<file path="config.mk">
export PLATFORM = sky130hd
export DESIGN_NAME = uart_top
export DESIGN_NICKNAME = d
export VERILOG_FILES = /design/src/verilog/uart_cfg_pkg.sv /design/src/verilog/uart_frame_pkg.sv /design/src/verilog/uart_baud_gen.sv /design/src/verilog/uart_rx_des.sv /design/src/verilog/uart_tx_ser.sv /design/src/verilog/uart_regs.sv /design/src/verilog/uart_top.sv
export SDC_FILE = /design/constraint.sdc
export NUM_CORES = 1
export LEC_CHECK = 0
export ABC_CLOCK_PERIOD_IN_PS = 2300
export BUFFER_PORTS_ARGS = -buffer_cell sky130_fd_sc_hd__buf_2
export CAP_MARGIN = 40
export CELL_PAD_IN_SITES_DETAIL_PLACEMENT = 1
export CELL_PAD_IN_SITES_GLOBAL_PLACEMENT = 1
export CORE_MARGIN = 2
export CORE_UTILIZATION = 25
export DETAILED_ROUTE_END_ITERATION = 8
export GPL_TIMING_DRIVEN = 0
export PLACE_DENSITY = 0.49
export REMOVE_ABC_BUFFERS = 1
export SLEW_MARGIN = 20
export SYNTH_ARGS = -nofsm -noshare
export SYNTH_HDL_FRONTEND = slang
export SYNTH_SLANG_ARGS = --single-unit
</file>
<file path="constraint.sdc">
create_clock -name clk -period 2.3 [get_ports clk]
set_input_delay 0.46 -clock clk [delete_from_list [all_inputs] [get_ports clk]]
set_output_delay 0.46 -clock clk [all_outputs]
set_load 0.02 [all_outputs]
</file>
<file path="src/verilog/uart_cfg_pkg.sv">
package uart_cfg_pkg;

   typedef logic [1:0]  cfg_addr_t;
   typedef logic [15:0] cfg_data_t;

   localparam cfg_addr_t addr_ctrl   = 2'd0;
   localparam cfg_addr_t addr_div    = 2'd1;
   localparam cfg_addr_t addr_status = 2'd2;
   localparam cfg_addr_t addr_data   = 2'd3;

   // divisor D gives one tick every D+1 clocks.
   localparam int div_w = 12;

   typedef logic [div_w-1:0] baud_div_t;

   localparam int ctrl_parity_en_bit  = 0;
   localparam int ctrl_parity_odd_bit = 1;

   typedef struct packed {
      logic      parity_en;
      logic      parity_odd;
      baud_div_t div;
   } uart_cfg_t;

endpackage

</file>
<file path="src/verilog/uart_frame_pkg.sv">
package uart_frame_pkg;

   localparam int word_w       = 8;
   localparam int oversampling = 16;
   // start edge to middle of start bit, in ticks.
   localparam int tick_mid     = oversampling / 2 - 1;

   typedef logic [3:0]        tick_cnt_t;
   typedef logic [3:0]        bit_cnt_t;
   typedef logic [word_w-1:0] uart_word_t;

   typedef struct packed {
      uart_word_t data;
      logic       parity_err;
      logic       frame_err;
   } rx_result_t;

   typedef enum logic [2:0] {
      rx_idle,
      rx_start,
      rx_data,
      rx_parity,
      rx_stop
   } rx_state_t;

   typedef enum logic [2:0] {
      tx_idle,
      tx_start,
      tx_data,
      tx_parity,
      tx_stop
   } tx_state_t;

endpackage

</file>
<file path="src/verilog/uart_baud_gen.sv">
`timescale 1ns/1ps

module uart_baud_gen (
   input  logic                   clk,
   input  logic                   rst_n,
   input  uart_cfg_pkg::uart_cfg_t cfg,
   output logic                   tick
);

   import uart_cfg_pkg::*;

   baud_div_t cnt;

   always_ff @(posedge clk or negedge rst_n) begin
      if (!rst_n) begin
         cnt  <= '0;
         tick <= 1'b0;
      end else begin
         if (cnt == '0) begin
            cnt  <= cfg.div; // new divisor picked up here.
            tick <= 1'b1;
         end else begin
            cnt  <= cnt - 1'b1;
            tick <= 1'b0;
         end
      end
   end

   // D must be at least 1.
   a_tick_single: assert property (
      @(posedge clk) disable iff (!rst_n) tick |=> !tick
   );

endmodule

</file>
<file path="src/verilog/uart_rx_des.sv">
`timescale 1ns/1ps

module uart_rx_des (
   input  logic                        clk,
   input  logic                        rst_n,
   input  logic                        tick,
   input  logic                        rxd,
   input  uart_cfg_pkg::uart_cfg_t     cfg,
   output logic                        rx_done,
   output uart_frame_pkg::rx_result_t  rx_result
);

   import uart_frame_pkg::*;

   logic [1:0] rxd_sync;
   logic       rxd_s;
   logic       sample;
   rx_state_t  state;
   tick_cnt_t  tick_cnt;
   bit_cnt_t   bit_cnt;
   logic       par_en_q;
   logic       par_odd_q;
   logic       par_acc;
   logic       par_err;
   uart_word_t shreg;

   assign rxd_s  = rxd_sync[1];
   assign sample = tick && (tick_cnt == '0);

   always_ff @(posedge clk or negedge rst_n) begin
      if (!rst_n) begin
         rxd_sync  <= 2'b11; // line idles high.
         state     <= rx_idle;
         tick_cnt  <= '0;
         bit_cnt   <= '0;
         par_en_q  <= 1'b0;
         par_odd_q <= 1'b0;
         par_acc   <= 1'b0;
         par_err   <= 1'b0;
         rx_done   <= 1'b0;
      end else begin
         rxd_sync <= {rxd_sync[0], rxd};
         rx_done  <= 1'b0;
         if (tick && tick_cnt != '0)
            tick_cnt <= tick_cnt - 1'b1;
         case (state)
            rx_idle: begin
               if (!rxd_s) begin
                  state     <= rx_start;
                  tick_cnt  <= tick_cnt_t'(tick_mid);
                  bit_cnt   <= '0;
                  par_en_q  <= cfg.parity_en;
                  par_odd_q <= cfg.parity_odd;
                  par_acc   <= 1'b0;
                  par_err   <= 1'b0;
               end
            end
            rx_start: begin
               if (sample) begin
                  tick_cnt <= tick_cnt_t'(oversampling - 1);
                  state    <= rxd_s ? rx_idle : rx_data; // high here was a glitch.
               end
            end
            rx_data: begin
               if (sample) begin
                  tick_cnt <= tick_cnt_t'(oversampling - 1);
                  par_acc  <= par_acc ^ rxd_s;
                  if (bit_cnt == bit_cnt_t'(word_w - 1))
                     state <= par_en_q ? rx_parity : rx_stop;
                  else
                     bit_cnt <= bit_cnt + 1'b1;
               end
            end
            rx_parity: begin
               if (sample) begin
                  tick_cnt <= tick_cnt_t'(oversampling - 1);
                  par_err  <= (par_acc ^ rxd_s) != par_odd_q;
                  state    <= rx_stop;
               end
            end
            rx_stop: begin
               if (sample) begin
                  rx_done <= 1'b1;
                  state   <= rx_idle;
               end
            end
            default: state <= rx_idle;
         endcase
      end
   end

   always_ff @(posedge clk) begin
      if (sample && state == rx_data)
         shreg <= {rxd_s, shreg[word_w-1:1]}; // lsb arrives first.
      if (sample && state == rx_stop)
         rx_result <= '{data: shreg, parity_err: par_err, frame_err: ~rxd_s};
   end

   // a strobe only ever closes a frame with all data bits counted.
   a_done_after_stop: assert property (
      @(posedge clk) disable iff (!rst_n)
      rx_done |-> $past(state) == rx_stop && $past(bit_cnt) == bit_cnt_t'(word_w - 1)
   );

endmodule

</file>
<file path="src/verilog/uart_tx_ser.sv">
`timescale 1ns/1ps

module uart_tx_ser (
   input  logic                       clk,
   input  logic                       rst_n,
   input  logic                       tick,
   input  uart_cfg_pkg::uart_cfg_t    cfg,
   input  logic                       tx_start,
   input  uart_frame_pkg::uart_word_t tx_data,
   output logic                       txd,
   output logic                       tx_busy
);

   import uart_frame_pkg::*;

   tx_state_t  state;
   tick_cnt_t  tick_cnt;
   bit_cnt_t   bit_cnt;
   logic       bit_end;
   logic       par_en_q;
   logic       par_bit;
   uart_word_t shreg;

   assign bit_end = tick && (tick_cnt == '0);

   always_ff @(posedge clk or negedge rst_n) begin
      if (!rst_n) begin
         state    <= tx_idle;
         tick_cnt <= '0;
         bit_cnt  <= '0;
         par_en_q <= 1'b0;
         txd      <= 1'b1;
         tx_busy  <= 1'b0;
      end else begin
         if (tick && tick_cnt != '0)
            tick_cnt <= tick_cnt - 1'b1;
         case (state)
            tx_idle: begin
               if (tx_start) begin
                  state    <= uart_frame_pkg::tx_start;
                  tick_cnt <= '0;
                  par_en_q <= cfg.parity_en;
                  tx_busy  <= 1'b1;
               end
            end
            uart_frame_pkg::tx_start: begin
               if (tick && txd) begin
                  txd      <= 1'b0; // first tick opens the start bit.
                  tick_cnt <= tick_cnt_t'(oversampling - 1);
               end else if (bit_end) begin
                  txd      <= shreg[0];
                  bit_cnt  <= '0;
                  tick_cnt <= tick_cnt_t'(oversampling - 1);
                  state    <= uart_frame_pkg::tx_data;
               end
            end
            uart_frame_pkg::tx_data: begin
               if (bit_end) begin
                  tick_cnt <= tick_cnt_t'(oversampling - 1);
                  if (bit_cnt == bit_cnt_t'(word_w - 1)) begin
                     txd   <= par_en_q ? par_bit : 1'b1;
                     state <= par_en_q ? tx_parity : tx_stop;
                  end else begin
                     txd     <= shreg[0];
                     bit_cnt <= bit_cnt + 1'b1;
                  end
               end
            end
            tx_parity: begin
               if (bit_end) begin
                  txd      <= 1'b1;
                  tick_cnt <= tick_cnt_t'(oversampling - 1);
                  state    <= tx_stop;
               end
            end
            tx_stop: begin
               if (bit_end) begin
                  tx_busy <= 1'b0;
                  state   <= tx_idle;
               end
            end
            default: state <= tx_idle;
         endcase
      end
   end

   // the opening tick of the start bit keeps the word in place.
   always_ff @(posedge clk) begin
      if (state == tx_idle && tx_start) begin
         shreg   <= tx_data;
         par_bit <= ^tx_data ^ cfg.parity_odd; // even parity unless odd set.
      end else if (bit_end && ((state == uart_frame_pkg::tx_start && !txd) ||
                               state == uart_frame_pkg::tx_data)) begin
         shreg <= shreg >> 1;
      end
   end

   a_idle_line_high: assert property (
      @(posedge clk) disable iff (!rst_n) !tx_busy |-> txd
   );

endmodule

</file>
<file path="src/verilog/uart_regs.sv">
`timescale 1ns/1ps

module uart_regs (
   input  logic                       clk,
   input  logic                       rst_n,
   input  logic                       cfg_we,
   input  logic                       cfg_re,
   input  uart_cfg_pkg::cfg_addr_t    cfg_addr,
   input  uart_cfg_pkg::cfg_data_t    cfg_wdata,
   output uart_cfg_pkg::cfg_data_t    cfg_rdata,
   output uart_cfg_pkg::uart_cfg_t    cfg,
   input  logic                       rx_done,
   input  uart_frame_pkg::rx_result_t rx_result,
   input  logic                       tx_busy,
   output logic                       tx_start,
   output uart_frame_pkg::uart_word_t tx_data
);

   import uart_cfg_pkg::*;
   import uart_frame_pkg::*;

   logic       rx_full;
   logic       overrun;
   logic       frame_err;
   logic       parity_err;
   logic       data_rd;
   logic       tx_go;
   uart_word_t rx_word;

   assign data_rd = cfg_re && cfg_addr == addr_data;
   assign tx_go   = cfg_we && cfg_addr == addr_data && !tx_busy && !tx_start;

   always_ff @(posedge clk or negedge rst_n) begin
      if (!rst_n) begin
         cfg        <= '{parity_en: 1'b0, parity_odd: 1'b0, div: baud_div_t'(1)};
         rx_full    <= 1'b0;
         overrun    <= 1'b0;
         frame_err  <= 1'b0;
         parity_err <= 1'b0;
         tx_start   <= 1'b0;
      end else begin
         tx_start <= tx_go;
         if (cfg_we && cfg_addr == addr_ctrl) begin
            cfg.parity_en  <= cfg_wdata[ctrl_parity_en_bit];
            cfg.parity_odd <= cfg_wdata[ctrl_parity_odd_bit];
         end
         if (cfg_we && cfg_addr == addr_div)
            cfg.div <= cfg_wdata[div_w-1:0];
         if (cfg_we && cfg_addr == addr_status) begin
            if (cfg_wdata[1]) overrun    <= 1'b0; // write 1 to clear.
            if (cfg_wdata[2]) frame_err  <= 1'b0;
            if (cfg_wdata[3]) parity_err <= 1'b0;
         end
         if (data_rd)
            rx_full <= 1'b0;
         if (rx_done) begin // new flags win over a clear.
            rx_full <= 1'b1;
            if (rx_full && !data_rd)
               overrun <= 1'b1;
            if (rx_result.frame_err)
               frame_err <= 1'b1;
            if (rx_result.parity_err)
               parity_err <= 1'b1;
         end
      end
   end

   always_ff @(posedge clk) begin
      if (rx_done)
         rx_word <= rx_result.data; // newer word replaces unread one.
      if (tx_go)
         tx_data <= cfg_wdata[word_w-1:0];
   end

   always_comb begin
      cfg_rdata = '0;
      case (cfg_addr)
         addr_ctrl: begin
            cfg_rdata[ctrl_parity_en_bit]  = cfg.parity_en;
            cfg_rdata[ctrl_parity_odd_bit] = cfg.parity_odd;
         end
         addr_div:    cfg_rdata[div_w-1:0] = cfg.div;
         addr_status: cfg_rdata[4:0] = {tx_busy | tx_start, parity_err, frame_err,
                                        overrun, rx_full};
         default:     cfg_rdata[word_w-1:0] = rx_word;
      endcase
   end

   a_no_start_busy: assert property (
      @(posedge clk) disable iff (!rst_n) tx_start |-> !tx_busy
   );

endmodule

</file>
<file path="src/verilog/uart_top.sv">
`timescale 1ns/1ps

module uart_top (
   input  logic                    clk,
   input  logic                    rst_n,
   input  logic                    cfg_we,
   input  logic                    cfg_re,
   input  uart_cfg_pkg::cfg_addr_t cfg_addr,
   input  uart_cfg_pkg::cfg_data_t cfg_wdata,
   output uart_cfg_pkg::cfg_data_t cfg_rdata,
   input  logic                    rxd,
   output logic                    txd
);

   import uart_cfg_pkg::*;
   import uart_frame_pkg::*;

   uart_cfg_t  cfg;
   logic       tick;
   logic       rx_done;
   rx_result_t rx_result;
   logic       tx_busy;
   logic       tx_start;
   uart_word_t tx_data;

   uart_regs regs_i (
      .clk       (clk),
      .rst_n     (rst_n),
      .cfg_we    (cfg_we),
      .cfg_re    (cfg_re),
      .cfg_addr  (cfg_addr),
      .cfg_wdata (cfg_wdata),
      .cfg_rdata (cfg_rdata),
      .cfg       (cfg),
      .rx_done   (rx_done),
      .rx_result (rx_result),
      .tx_busy   (tx_busy),
      .tx_start  (tx_start),
      .tx_data   (tx_data)
   );

   uart_baud_gen baud_i (
      .clk   (clk),
      .rst_n (rst_n),
      .cfg   (cfg),
      .tick  (tick)
   );

   uart_rx_des rx_i (
      .clk       (clk),
      .rst_n     (rst_n),
      .tick      (tick),
      .rxd       (rxd),
      .cfg       (cfg),
      .rx_done   (rx_done),
      .rx_result (rx_result)
   );

   uart_tx_ser tx_i (
      .clk      (clk),
      .rst_n    (rst_n),
      .tick     (tick),
      .cfg      (cfg),
      .tx_start (tx_start),
      .tx_data  (tx_data),
      .txd      (txd),
      .tx_busy  (tx_busy)
   );

endmodule

</file>
==> flow_summary.ini <==
[critical_path]
path_buf_inv = 1
cp_cell_sequence = inv_1 -> ha_1 -> nand2_1 -> or3_1 -> or3_4 -> o41ai_1
critPathCaptureType = flop
cp_slowest_cell = or3_1
critPathArrivalTime_ps = 2400
worstPathMaxFanout = 6
crit_family = simple AND/OR/NAND/NOR gates
worstSetupPathType = flop to flop
critPathMaxStageDelay_ps = 450
start_kind = flop
cp.required_ps = 2540

[finish]
nets = 456
fill_cells = 2113
drive_gt1_share_pct = 21.53
area_growth_syn_to_layout_pct = 16.06

[cts]
root_buffer = clkbuf_16
cts_sinks = 107
h-tree-depth = 3
cts_buffers = 9
cts_resized = 0
cts_tree = yes
path_clk_slew_ps = 80
clock_latency_ps = 360
clk_path_buf_depth = 2

[logic_synthesis]
postSynthCellCount = 399
syn_area_mm2 = 0.004852
avgSynthCellArea_um2 = 12.16
async_flop_share_pct = 59.81
yosysSeqAreaShare_pct = 59.72
synth_edf_count = 43
ys_warn_count = 0
synth-seq-cells = 107
synth_cell_types = 56
synthFlopType = dfrtp_1

[sta]
fin_crit_ps = 2159
worst_slack_ps = 141.4
post-route-period-util_pct = 93.85
maxSlewViolCount = 0
whs_ps = 193.0
final-setup-viol-count = 0
worst_pin_slew_ps = 665.3
maxSlewHeadroom_pct = 55.24
hold_viol_final = 0
timing.fmax_mhz = 463.3
fin_tns_setup_ps = 0
rsz0062_at_grt = no
finClkSkew_ps = 8.755

[route]
wirelength_um = 11010
wl_per_cell_um = 15.88
drtIter0Drc = 204
viasPerCell = 4.535
ant_nets = 0
post-route-drc-count = 0
vias = 3143
dr.pass1.iters = 4

[grt]
grt_overflow = 0
antenna_found_initial = 1
grt_pass1_vias = 3315
grt_usage_pct = 11.66
grt_first_pass_wirelength_um = 18230
grt_max_degree = 50

[place]
place.port_buffers = 31
place.gp.congestion = 0.7480
dpl.hpwl_um = 7984
pre_cts_ws_ps = 13.96

[floorplanning]
die_y_um = 143.3
row_count = 50
core_region_area_mm2 = 0.01889
initial_utilization_pct = 25.68
top_level_ports = 40
die_w_um = 143.3
die-area_mm2 = 0.02054

[power_and_ir_drop]
power.density_mw_per_mm2 = 875.1
power_uw = 4928
vdd_ir_drop_max_mv = 0.3818
p_leak_uw = 0.002271

[status]
status = complete, no violations

[worst_hold_path]
hold_class = input pin to flop

[job]
cap_violations = 0
## cells by family (layout without fill, tap and decap cells)
family                     after synthesis  after routing  share of synthesized area (%)
and+or+nand+nor                        130            130                          14.26
DFF                                    107            107                          59.72
AOI/OAI and AO/OA                       59             59                          7.994
muxes                                   41             41                          9.747
buffers and inverters                   36             66                          3.223
xor gates and xnor gates                19             19                          3.430
adders and majority gates                6              6                          1.547
other                                    1              5                        0.07729
## report_power, final
group          internal, uW  total, uW  switching, uW
combinational           389        819            430
clock                   785       1600            819
sequential             2230       2510            280
total                  3400       4930           1530
## layer usage
metal | up-vias | global-route usage [%] | share of wire (%)
li1 | 1497 | - | -
met5 | - | 0 | 0
met3 | 12 | 3.166 | 2.4
met4 | 0 | 3.715 | 1.3
met2 | 25 | 19.21 | 49
met1 | 1609 | 14.94 | 47
## synth_stat cells (6+ instances only)
| library cell | instances | area share, % |
|---|---|---|
| inv_1 | 15 | 1.2 |
| clkbuf_1 | 11 | 0.85 |
| edfxtp_1 | 43 | 27 |
| nor3_1 | 10 | 1.0 |
| mux2_2 | 30 | 7.0 |
| nor2b_1 | 6 | 0.77 |
| xnor2_1 | 15 | 2.7 |
| nor2_1 | 31 | 2.4 |
| o21ai_0 | 13 | 1.3 |
| dfrtp_1 | 60 | 31 |
| and2_1 | 6 | 0.77 |
| ha_1 | 6 | 1.5 |
| nand2_1 | 31 | 2.4 |
| a21oi_1 | 14 | 1.4 |
| nand3_1 | 10 | 1.0 |
| mux2i_1 | 9 | 1.9 |
## sequential cells by signal (all words and copies together) (netlist names), 8 cells and up
register and count:
regs_i.rx_word 8, rx_i.shreg 8, regs_i.tx_data 8, tx_i.shreg 8, regs_i.cfg 14, rx_i.rx_result 10
baud_i.cnt 12
## layout by cell type (no fill, tap or decap), types with 9 or more instances in the layout
cell,Yosys,routed
dfrtp_1,60,60
edfxtp_1,43,43
nor2_1,31,31
nand2_1,31,31
mux2_2,30,30
buf_2,5,30
inv_1,15,15
xnor2_1,15,15
a21oi_1,14,14
o21ai_0,13,13
nand3_1,10,10
nor3_1,10,10
mux2i_1,9,9
clkbuf_16,0,9
## what timing repair did
action,4_1_cts,5_1_grt
hold buffers,1,0
buffers inserted,0,0
endpoints found under the hold margin,13,0
endpoints found under the setup margin,0,0
## final timing paths
kind                             startpoint          endpoint  slack, ps  cells past startpoint
min in group asynchronous             rst_n      rx_i.par_acc        520                      2
min                                     rxd  rx_i.rxd_sync[0]        190                      1
max in group asynchronous             rst_n          tx_i.txd       1190                      3
max reg2reg                tx_i.tick_cnt[0]   tx_i.bit_cnt[3]        140                      6
min reg2reg                rx_i.rxd_sync[0]  rx_i.rxd_sync[1]        360                      0
max                        tx_i.tick_cnt[0]   tx_i.bit_cnt[3]        140                      6
## per-stage QoR
| stage | util, % | cells | cell area (um2) |
|---|---|---|---|
| floorplan | - | 381 | 4763 |
| global placement | 27.76 | 672 | 5244 |
| detailed placement | 28.08 | 675 | 5305 |
| CTS | 29.79 | 692 | 5629 |
| global route | 29.79 | 692 | 5629 |
| finish | 29.81 | 693 | 5632 |
## cell type report
| cell class | count | area, um2 | area share, % |
|---|---|---|---|
| Antenna cell | 1 | 2.502 | 0.04443 |
| Clock buffer | 9 | 225.2 | 3.999 |
| Clock inverter | 7 | 88.84 | 1.577 |
| Inverter | 15 | 56.30 | 0.9998 |
| Multi-Input combinational cell | 259 | 1818 | 32.28 |
| Sequential cell | 107 | 2898 | 51.46 |
| Tap cell | 260 | 325.3 | 5.776 |
| Timing Repair Buffer | 35 | 217.7 | 3.866 |
(Power assumes the default switching activity.)
